## src/fetch_settings.svh

```systemverilog
// Memory depth must be a power of two and the reset PC must be halfword aligned

`ifndef FETCH_SETTINGS_SVH
`define FETCH_SETTINGS_SVH

////////////////////
// Address space
////////////////////

// Byte address width of the fetch side
`define FETCH_AW 32

// PC loaded on reset
`define FETCH_RESET_PC 32'h0000_0000

////////////////////
// Program memory
////////////////////

// Depth in 32-bit words
`define FETCH_MEM_WORDS 64

// Word index width, follows the depth
`define FETCH_IDX_W $clog2(`FETCH_MEM_WORDS)

`endif

```

## src/fetch_pkg.sv

```systemverilog
// Shared fetch types; parcel order is little endian, low halfword first in memory

`include "fetch_settings.svh"

package fetch_pkg;

  ////////////////////
  // Instruction word
  ////////////////////

  // Two 16-bit parcels of one fetched word
  typedef struct packed {
    logic [15:0] hi;                      // Parcel at byte offset 2
    logic [15:0] lo;                      // Parcel at byte offset 0
  } parcel_pair_s;

  // One fetched word, seen whole or as two compressed parcels
  typedef union packed {
    logic [31:0]  word;                   // Full 32-bit instruction
    parcel_pair_s half;                   // Compressed halves
  } instr_word_u;

  // How the current instruction sits in its word
  typedef enum logic [1:0] {
    FMT_FULL_ALIGNED   = 2'd0,            // 32-bit at word boundary
    FMT_C_ALIGNED      = 2'd1,            // 16-bit in the low half
    FMT_C_MISALIGNED   = 2'd2             // 16-bit in the high half
  } instr_fmt_e;

  ////////////////////
  // Bundles
  ////////////////////

  // Decode-side issue bundle, 66 bits
  typedef struct packed {
    logic [`FETCH_AW-1:0] addr;           // Instruction byte address
    logic [31:0]          instr;          // Upper half zero when compressed
    logic                 compressed;     // Low two bits not 2'b11
    logic                 illegal;        // Full instruction at misaligned PC
  } issue_s;

  // Loader write bundle, 38 bits
  typedef struct packed {
    logic [`FETCH_IDX_W-1:0] idx;         // Word index into program memory
    logic [31:0]             data;        // Word to write
  } load_s;

endpackage

```

## src/prefetch_aligned.sv

```systemverilog
// Needs read data exactly one cycle after grant; a full instruction across two words is flagged illegal

`timescale 1ns/1ps

`include "fetch_settings.svh"

module prefetch_aligned (
  input  logic                   clk,
  input  logic                   rst_n,

  // Core side control
  input  logic                   req_i,          // Fetch enable
  input  logic                   branch_i,       // Redirect strobe
  input  logic [`FETCH_AW-1:0]   branch_addr_i,  // Redirect target

  // Toward issue stage
  input  logic                   ready_i,
  output logic                   valid_o,
  output fetch_pkg::instr_word_u instr_o,
  output logic [`FETCH_AW-1:0]   addr_o,
  output logic                   illegal_o,

  // Toward instruction memory
  output logic                   mem_req_o,
  input  logic                   mem_gnt_i,
  output logic [`FETCH_AW-1:0]   mem_addr_o,     // Always word aligned
  input  fetch_pkg::instr_word_u mem_rdata_i,
  input  logic                   mem_rvalid_i
);

  ////////////////////
  // Declarations
  ////////////////////

  typedef enum logic [1:0] {
    ST_IDLE,                                     // No access in flight
    ST_WAIT_GNT,                                 // Request up, no grant yet
    ST_WAIT_RVALID                               // Granted, data due
  } state_e;

  state_e                 state_q, state_d;
  logic [`FETCH_AW-1:0]   fetch_addr_q, fetch_addr_d;  // The PC
  fetch_pkg::instr_word_u rdata_q;               // Last word read
  logic                   held_q, held_d;        // rdata_q still serves fetch_addr_q

  fetch_pkg::instr_word_u word_mux;              // Word the PC points into
  logic [15:0]            parcel;                // Halfword at the PC
  fetch_pkg::instr_fmt_e  fmt;
  logic [2:0]             pc_step;               // 2 or 4
  logic [`FETCH_AW-1:0]   pc_next;
  logic [`FETCH_AW-1:0]   req_addr;              // Byte address for this cycle's request
  logic                   word_avail;            // An instruction can be presented
  logic                   take;                  // Transfer to issue stage

  ////////////////////
  // Datapath
  ////////////////////

  // Fresh memory data while waiting, else the held word
  assign word_mux = (state_q == ST_WAIT_RVALID) ? mem_rdata_i : rdata_q;
  assign parcel   = fetch_addr_q[1] ? word_mux.half.hi : word_mux.half.lo;

  // Classify by PC alignment and the low parcel's quadrant bits
  always_comb begin
    if (fetch_addr_q[1]) begin
      fmt = fetch_pkg::FMT_C_MISALIGNED;         // Only compressed is legal up here
    end else if (word_mux.half.lo[1:0] != 2'b11) begin
      fmt = fetch_pkg::FMT_C_ALIGNED;
    end else begin
      fmt = fetch_pkg::FMT_FULL_ALIGNED;
    end
  end

  // Single PC adder for all formats
  assign pc_step = (fmt == fetch_pkg::FMT_FULL_ALIGNED) ? 3'd4 : 3'd2;
  assign pc_next = fetch_addr_q + {{(`FETCH_AW-3){1'b0}}, pc_step};

  // Aligned word passed whole, a high parcel moves down zero extended
  always_comb begin
    if (fmt == fetch_pkg::FMT_C_MISALIGNED) begin
      instr_o.word = {16'h0000, parcel};
    end else begin
      instr_o.word = word_mux.word;
    end
  end

  // Misaligned full instruction is issued once with the flag
  assign illegal_o = (fmt == fetch_pkg::FMT_C_MISALIGNED) && (parcel[1:0] == 2'b11);
  assign addr_o    = fetch_addr_q;

  // Held word only while enabled; memory data whenever it lands
  assign word_avail = (state_q == ST_IDLE && held_q && req_i) ||
                      (state_q == ST_WAIT_RVALID && mem_rvalid_i);
  assign valid_o    = word_avail && !branch_i;   // Branch kills the presented word
  assign take       = valid_o && ready_i;

  assign mem_addr_o = {req_addr[`FETCH_AW-1:2], 2'b00};

  ////////////////////
  // Fetch FSM
  ////////////////////

  always_comb begin
    state_d      = state_q;
    fetch_addr_d = fetch_addr_q;
    held_d       = held_q;
    mem_req_o    = 1'b0;
    req_addr     = fetch_addr_q;

    if (branch_i) begin
      // Drop held word and any data landing now, restart at target
      fetch_addr_d = branch_addr_i;
      held_d       = 1'b0;
      req_addr     = branch_addr_i;
      if (req_i) begin
        mem_req_o = 1'b1;
        state_d   = mem_gnt_i ? ST_WAIT_RVALID : ST_WAIT_GNT;
      end else begin
        state_d   = ST_IDLE;
      end
    end else begin
      unique case (state_q)
        ST_IDLE: begin
          if (req_i && !held_q) begin            // Nothing buffered, go to memory
            mem_req_o = 1'b1;
            state_d   = mem_gnt_i ? ST_WAIT_RVALID : ST_WAIT_GNT;
          end
        end
        ST_WAIT_GNT: begin
          mem_req_o = 1'b1;                      // Keep asking
          if (mem_gnt_i) begin
            state_d = ST_WAIT_RVALID;
          end
        end
        ST_WAIT_RVALID: begin
          if (mem_rvalid_i) begin                // Word captured; stall keeps it
            held_d  = 1'b1;
            state_d = ST_IDLE;
          end
        end
        default: state_d = ST_IDLE;
      endcase

      // Instruction accepted, advance PC
      if (take) begin
        fetch_addr_d = pc_next;
        req_addr     = pc_next;
        if (fmt == fetch_pkg::FMT_C_ALIGNED) begin
          // Upper parcel comes from the held word, no access
          held_d  = 1'b1;
          state_d = ST_IDLE;
        end else begin
          held_d = 1'b0;                         // PC moved to next word
          if (req_i) begin
            mem_req_o = 1'b1;
            state_d   = mem_gnt_i ? ST_WAIT_RVALID : ST_WAIT_GNT;
          end else begin
            state_d   = ST_IDLE;
          end
        end
      end
    end
  end

  ////////////////////
  // Registers
  ////////////////////

  always_ff @(posedge clk or negedge rst_n) begin
    if (!rst_n) begin
      state_q      <= ST_IDLE;
      fetch_addr_q <= `FETCH_RESET_PC;
      held_q       <= 1'b0;
    end else begin
      state_q      <= state_d;
      fetch_addr_q <= fetch_addr_d;
      held_q       <= held_d;
    end
  end

  // Payload word, overwritten on every arrival
  always_ff @(posedge clk) begin
    if (state_q == ST_WAIT_RVALID && mem_rvalid_i) begin
      rdata_q <= mem_rdata_i;
    end
  end

endmodule

```

## src/instr_mem.sv

```systemverilog
// Word-addressed RAM; address bits above the depth wrap, contents undefined until loaded

`timescale 1ns/1ps

`include "fetch_settings.svh"

module instr_mem (
  input  logic                   clk,
  input  logic                   rst_n,

  // Fetch read port
  input  logic                   req_i,
  output logic                   gnt_o,
  input  logic [`FETCH_AW-1:0]   addr_i,      // Byte address, low bits ignored
  output fetch_pkg::instr_word_u rdata_o,
  output logic                   rvalid_o,
  input  logic                   stall_i,     // Wait state injection

  // Loader write port, four-phase
  input  logic                   load_req_i,
  input  fetch_pkg::load_s       load_i,
  output logic                   load_ack_o
);

  ////////////////////
  // Storage
  ////////////////////

  logic [31:0]             mem_q [`FETCH_MEM_WORDS];
  logic [`FETCH_IDX_W-1:0] rd_idx;
  fetch_pkg::instr_word_u  rdata_q;
  logic                    rvalid_q;
  logic                    ack_q;
  logic                    load_wr;            // Rising edge of ack

  assign rd_idx = addr_i[`FETCH_IDX_W+1:2];

  ////////////////////
  // Read port
  ////////////////////

  // Grant in the same cycle unless stalled
  assign gnt_o = req_i && !stall_i;

  // One rvalid per grant, one cycle later
  always_ff @(posedge clk or negedge rst_n) begin
    if (!rst_n) begin
      rvalid_q <= 1'b0;
    end else begin
      rvalid_q <= gnt_o;
    end
  end

  always_ff @(posedge clk) begin
    if (gnt_o) begin
      rdata_q.word <= mem_q[rd_idx];
    end
  end

  assign rdata_o  = rdata_q;
  assign rvalid_o = rvalid_q;

  ////////////////////
  // Loader port
  ////////////////////

  // Ack follows req by one cycle in both directions
  assign load_wr = load_req_i && !ack_q;

  always_ff @(posedge clk or negedge rst_n) begin
    if (!rst_n) begin
      ack_q <= 1'b0;
    end else begin
      ack_q <= load_req_i;
    end
  end

  // Write lands on the edge where ack rises
  always_ff @(posedge clk) begin
    if (load_wr) begin
      mem_q[load_i.idx] <= load_i.data;
    end
  end

  assign load_ack_o = ack_q;

endmodule

```

## src/issue_stage.sv

```systemverilog
// Single-entry ready/valid register; flush drops the entry and ignores input that cycle

`timescale 1ns/1ps

`include "fetch_settings.svh"

module issue_stage (
  input  logic                   clk,
  input  logic                   rst_n,

  // From prefetch buffer
  input  logic                   valid_i,
  output logic                   ready_o,
  input  fetch_pkg::instr_word_u instr_i,
  input  logic [`FETCH_AW-1:0]   addr_i,
  input  logic                   illegal_i,
  input  logic                   flush_i,     // Branch taken

  // Toward decode
  output fetch_pkg::issue_s      issue_o,
  output logic                   valid_o,
  input  logic                   ready_i
);

  ////////////////////
  // Classify
  ////////////////////

  fetch_pkg::issue_s issue_d;
  fetch_pkg::issue_s issue_q;                 // Payload, no reset
  logic              valid_q;
  logic              is_compressed;
  logic              load_en;

  // Quadrant bits of the opcode field
  assign is_compressed = (instr_i.half.lo[1:0] != 2'b11);

  always_comb begin
    issue_d.addr       = addr_i;
    issue_d.instr      = is_compressed ? {16'h0000, instr_i.half.lo} : instr_i.word;
    issue_d.compressed = is_compressed;
    issue_d.illegal    = illegal_i;
  end

  ////////////////////
  // Handshake
  ////////////////////

  // Free slot, or the slot empties this cycle
  assign ready_o = !valid_q || ready_i;
  assign load_en = valid_i && ready_o && !flush_i;

  always_ff @(posedge clk or negedge rst_n) begin
    if (!rst_n) begin
      valid_q <= 1'b0;
    end else if (flush_i) begin
      valid_q <= 1'b0;                        // Old path dropped
    end else if (ready_o) begin
      valid_q <= valid_i;
    end
  end

  always_ff @(posedge clk) begin
    if (load_en) begin
      issue_q <= issue_d;
    end
  end

  assign issue_o = issue_q;
  assign valid_o = valid_q;

endmodule

```

## src/fetch_top.sv

```systemverilog
// Fetch front end; branch must be a single-cycle strobe and loading should finish before fetch_en

`timescale 1ns/1ps

`include "fetch_settings.svh"

module fetch_top (
  input  logic                 clk,
  input  logic                 rst_n,

  // Control
  input  logic                 fetch_en_i,
  input  logic                 branch_i,
  input  logic [`FETCH_AW-1:0] branch_addr_i,
  input  logic                 mem_stall_i,   // Memory wait states

  // Loader
  input  logic                 load_req_i,
  input  fetch_pkg::load_s     load_i,
  output logic                 load_ack_o,

  // Decode side
  output fetch_pkg::issue_s    issue_o,
  output logic                 issue_valid_o,
  input  logic                 issue_ready_i
);

  ////////////////////
  // Interconnect
  ////////////////////

  // Prefetch to memory
  logic                   mem_req;
  logic                   mem_gnt;
  logic [`FETCH_AW-1:0]   mem_addr;
  fetch_pkg::instr_word_u mem_rdata;
  logic                   mem_rvalid;

  // Prefetch to issue stage
  logic                   pf_valid;
  logic                   pf_ready;
  fetch_pkg::instr_word_u pf_instr;
  logic [`FETCH_AW-1:0]   pf_addr;
  logic                   pf_illegal;

  prefetch_aligned u_prefetch (
    .clk           (clk),
    .rst_n         (rst_n),
    .req_i         (fetch_en_i),
    .branch_i      (branch_i),
    .branch_addr_i (branch_addr_i),
    .ready_i       (pf_ready),
    .valid_o       (pf_valid),
    .instr_o       (pf_instr),
    .addr_o        (pf_addr),
    .illegal_o     (pf_illegal),
    .mem_req_o     (mem_req),
    .mem_gnt_i     (mem_gnt),
    .mem_addr_o    (mem_addr),
    .mem_rdata_i   (mem_rdata),
    .mem_rvalid_i  (mem_rvalid)
  );

  instr_mem u_mem (
    .clk        (clk),
    .rst_n      (rst_n),
    .req_i      (mem_req),
    .gnt_o      (mem_gnt),
    .addr_i     (mem_addr),
    .rdata_o    (mem_rdata),
    .rvalid_o   (mem_rvalid),
    .stall_i    (mem_stall_i),
    .load_req_i (load_req_i),
    .load_i     (load_i),
    .load_ack_o (load_ack_o)
  );

  // Branch also clears the issue register
  issue_stage u_issue (
    .clk       (clk),
    .rst_n     (rst_n),
    .valid_i   (pf_valid),
    .ready_o   (pf_ready),
    .instr_i   (pf_instr),
    .addr_i    (pf_addr),
    .illegal_i (pf_illegal),
    .flush_i   (branch_i),
    .issue_o   (issue_o),
    .valid_o   (issue_valid_o),
    .ready_i   (issue_ready_i)
  );

endmodule

```

## config.mk

```make
export PLATFORM = sky130hd
export DESIGN_NAME = fetch_top
export DESIGN_NICKNAME = d
export VERILOG_FILES = /design/src/fetch_pkg.sv /design/src/prefetch_aligned.sv /design/src/instr_mem.sv /design/src/issue_stage.sv /design/src/fetch_top.sv
export VERILOG_INCLUDE_DIRS = /design/src /design/src/src
export SDC_FILE = /design/constraint.sdc
export NUM_CORES = 2
export LEC_CHECK = 0
export ABC_AREA = 0
export BUFFER_PORTS_ARGS = -buffer_cell sky130_fd_sc_hd__buf_2
export CORE_ASPECT_RATIO = 2
export CORE_MARGIN = 2
export CORE_UTILIZATION = 40
export CTS_CLUSTER_DIAMETER = 40
export DETAILED_ROUTE_END_ITERATION = 10
export SLEW_MARGIN = 20
export SYNTH_ARGS = -nofsm -noshare
export SYNTH_HDL_FRONTEND = slang
export SYNTH_SLANG_ARGS = --single-unit
```

## constraint.sdc

```tcl
create_clock -name clk -period 5.2 [get_ports clk]
set_clock_uncertainty 0.05 [all_clocks]
set_input_delay 1.04 -clock clk [delete_from_list [all_inputs] [get_ports clk]]
set_output_delay 1.04 -clock clk [all_outputs]
set_load 0.02 [all_outputs]
```

==> impl_results.md <==
- Run status: finished clean
- Setup slack after layout: 0.1084 ns
- Setup crit start kind: register
- Crit end category: register
- DRC: 0
- Min Hold Slack: 0.1609 ns
- Post-DP HPWL: ~140000 µm
- CTS tree: yes
- Die Span Y: 664.6 µm
- Reg2reg setup slack: ~0.11 ns
- Primary FF master, synth: edfxtp_1
- Clock Path Buffers: 4
- Flops & latches, synth: 2216
- Tcrit/Tclk final: 97.91%
- Dpl ws: 0.09139 ns
- Synth Area per Inst: 17.47 µm²
- Critical path class: register to register
- Drt first-iter violations: between 3000 and 4000
- Yosys cell types: just over 60
- Number of synthesized flops with an enable pin: 2178
- Post-CTS Resized: 0
- Synthesized area: around 0.087 mm²
- Min-delay worst type: input port to async pin
- Final Hold Fails: 0
- GRT overflow: 0
- Drt first pass iters: 6
- Final Wtd Congestion: 0.8434
- CTS Buf Count: 191
- Tightest Pin Transition: 1.075 ns
- WP data required: roughly 5.7 ns
- GRT Total Usage: 19.44%
- # setup viols final: 0
- Routed Antenna Nets: 0
- Pwr/cell area: roughly 380 mW/mm²
- Io pins: 145
- Gate Count Post-Synth: approximately 5000
- Layout cells sized above 1: between 10 and 15%
- Crit path DAT: approximately 5.5 ns
- Max Slew Vio Count: 0
- CTS H-tree depth: 4
- Initial antenna violation count: 19
- Core area: 0.2171 mm²
- Initial Util: between 40% and 50%
- Clk pin slew, worst setup/hold paths: 0.07 ns
- Hold-fix buffers at CTS: 0
- Max VDD drop: about 0.24 mV
- Sequential-to-total area share from yosys stat: between 70% and 80%
- Post-CTS setup buffers: 0
- WL/cell: roughly 27 µm
- Via density: 5.546
- Area leader, netlist: edfxtp_1
- Max Clk Rate: between 0.15 and 0.2 GHz
- Final #Nets: 5349
- Post-Syn Nets: 5073
- Core Rows: 242
- P_leak: 33.72 nW
- DRT Wirelength: 219800 µm
- DIE AREA: between 0.2 and 0.25 mm²
- Most common cell in the synthesized netlist: edfxtp_1
- Largest net degree at the start of global routing: 81
- Commonest cells in the synthesized netlist: edfxtp_1, mux2i_1, nand2_1
- Clock sinks: 2216
- Die width: 334.3 µm
- Vias in the first global route: 46988
- Area Growth Syn to Fin: 13.96%
- RSZ-0062 raised after global routing: no
- Max FO, Critical Path: 31
- Clk_lat worst skew: 0.86 ns
- Rel. slew slack: 28.31%
- Setup TNS Final: 0 ns
- Max cap viols: 0
- R2R depth: 18
- Yosys top cell area share: about three quarters
- Ys async rst share: about 1.7%
- Fin crit period: 5.092 ns
- I/O Buffers: ~140
- Final Util: 45.81%
- Ys Warns: 0
- Routed via count: around 46000
- Clk root buf: clkbuf_16
- Synth top area cells: edfxtp_1, mux2i_1, a22oi_1
- First-pass GRT wire length: 318700 µm
[cells in the final DEF, fill, tap and decap left out, types with 17 or more instances in the layout]
cell	n
a211oi_1	25
a21o_1	32
a21oi_1	146
a22o_1	62
a22oi_1	186
a32oi_1	157
buf_12	66
buf_2	128
buf_4	187
bufinv_16	21
clkbuf_1	35
clkbuf_16	193
clkinv_1	37
clkinv_2	25
dfrtp_1	38
edfxtp_1	2178
mux2i_1	1131
nand2_1	330
nand3_1	21
nor2_1	36
nor2_4	67
nor2b_1	18
o21ai_0	57
o221ai_1	30
or2_0	17
or2_1	44
xor2_1	17
[area by class of cell]
class / instances / area (µm²)
diodes: 8 / 20.02
clock buffers: 229 / 4975
clock inverters: 111 / 1135
fillers: 18237 / 117600
inverters: 14 / 67.56
multi-input cells: 2467 / 20030
flip-flops and latches: 2216 / 66350
well taps: 2806 / 3511
repair buffers: 381 / 3366
[registers in the layout, indices dropped and copies added, names as in the netlist]
| signal | count |
|---|---|
| u_mem.rvalid_o | 1 |
| u_prefetch.held_q | 1 |
| u_prefetch.addr_o | 32 |
| u_prefetch.state_q | 2 |
| u_issue.valid_o | 1 |
| u_issue.issue_o | 66 |
| u_mem.mem_q | 2048 |
| u_prefetch.rdata_q | 32 |
| u_mem.load_ack_o | 1 |
| u_mem.rdata_o | 32 |
[final timing paths]
check | startpoint | to
worst max-delay path | u_prefetch.state_q[1]$_DFFE_PN0P_ | u_mem.rdata_o[4]$_DFFE_PP_
max in group asynchronous | rst_n | u_mem.load_ack_o$_DFF_PN0_
worst max register to register | u_prefetch.state_q[1]$_DFFE_PN0P_ | u_mem.rdata_o[4]$_DFFE_PP_
worst min register to register | u_prefetch.addr_o[0]$_DFFE_PN0P_ | u_issue.issue_o[34]$_DFFE_PP_
min in group clk | load_req_i | u_mem.load_ack_o$_DFF_PN0_
worst min-delay path | rst_n | u_prefetch.addr_o[24]$_DFFE_PN0P_
[worst max-delay path, cell delays in order (launching register included)]
cell and delay, ns:
dfrtp_1 0.44, nor2b_4 0.17, nand3_1 0.10, o21ai_0 0.11
nand2b_1 0.10, inv_1 0.08, ha_1 0.32, a21oi_1 0.13
a2111oi_4 0.38, buf_4 0.23, nand4_1 0.12, and3_4 0.30
nor2_4 0.53, buf_12 0.29, buf_12 0.27, a22oi_1 0.14
a21o_1 0.17, a32oi_1 0.38, o221ai_1 0.38
[per-stage QoR]
stage	total power [mW]	instance area, µm²	std cells
final	37.66	99450	8232
after global routing	38.76	99440	8226
after CTS	37.93	99370	8223
after detailed placement	23.84	93260	7883
after global placement	23.80	93260	7883
after floorplan	22.39	87270	4995
[kinds of logic after synthesis]
family                     after synthesis  synth area share [%]
xor gates and xnor gates                28                0.2810
DFF                                   2216                 76.03
buffers and inverters                  312                 1.659
and+or+nand+nor                        594                 3.074
muxes                                 1133                 13.00
AOI/OAI and AO/OA                      711                 5.941
adders and majority gates                1               0.01433
[per-layer routing]
layer	vias up	routed length, µm	track usage, %
li1	20305	-	-
met1	23535	80890	21.85
met2	1361	119200	36.60
met3	441	10170	2.530
met4	16	9355	8.065
met5	-	103	0
[power breakdown]
part	switching, mW	total [mW]	internal [mW]	leakage (nW)
clock network	6.34	14.2	7.89	2.96
registers	0.103	19.9	19.8	20.1
logic	2.25	3.58	1.34	10.7
(Power assumes the default switching activity.)
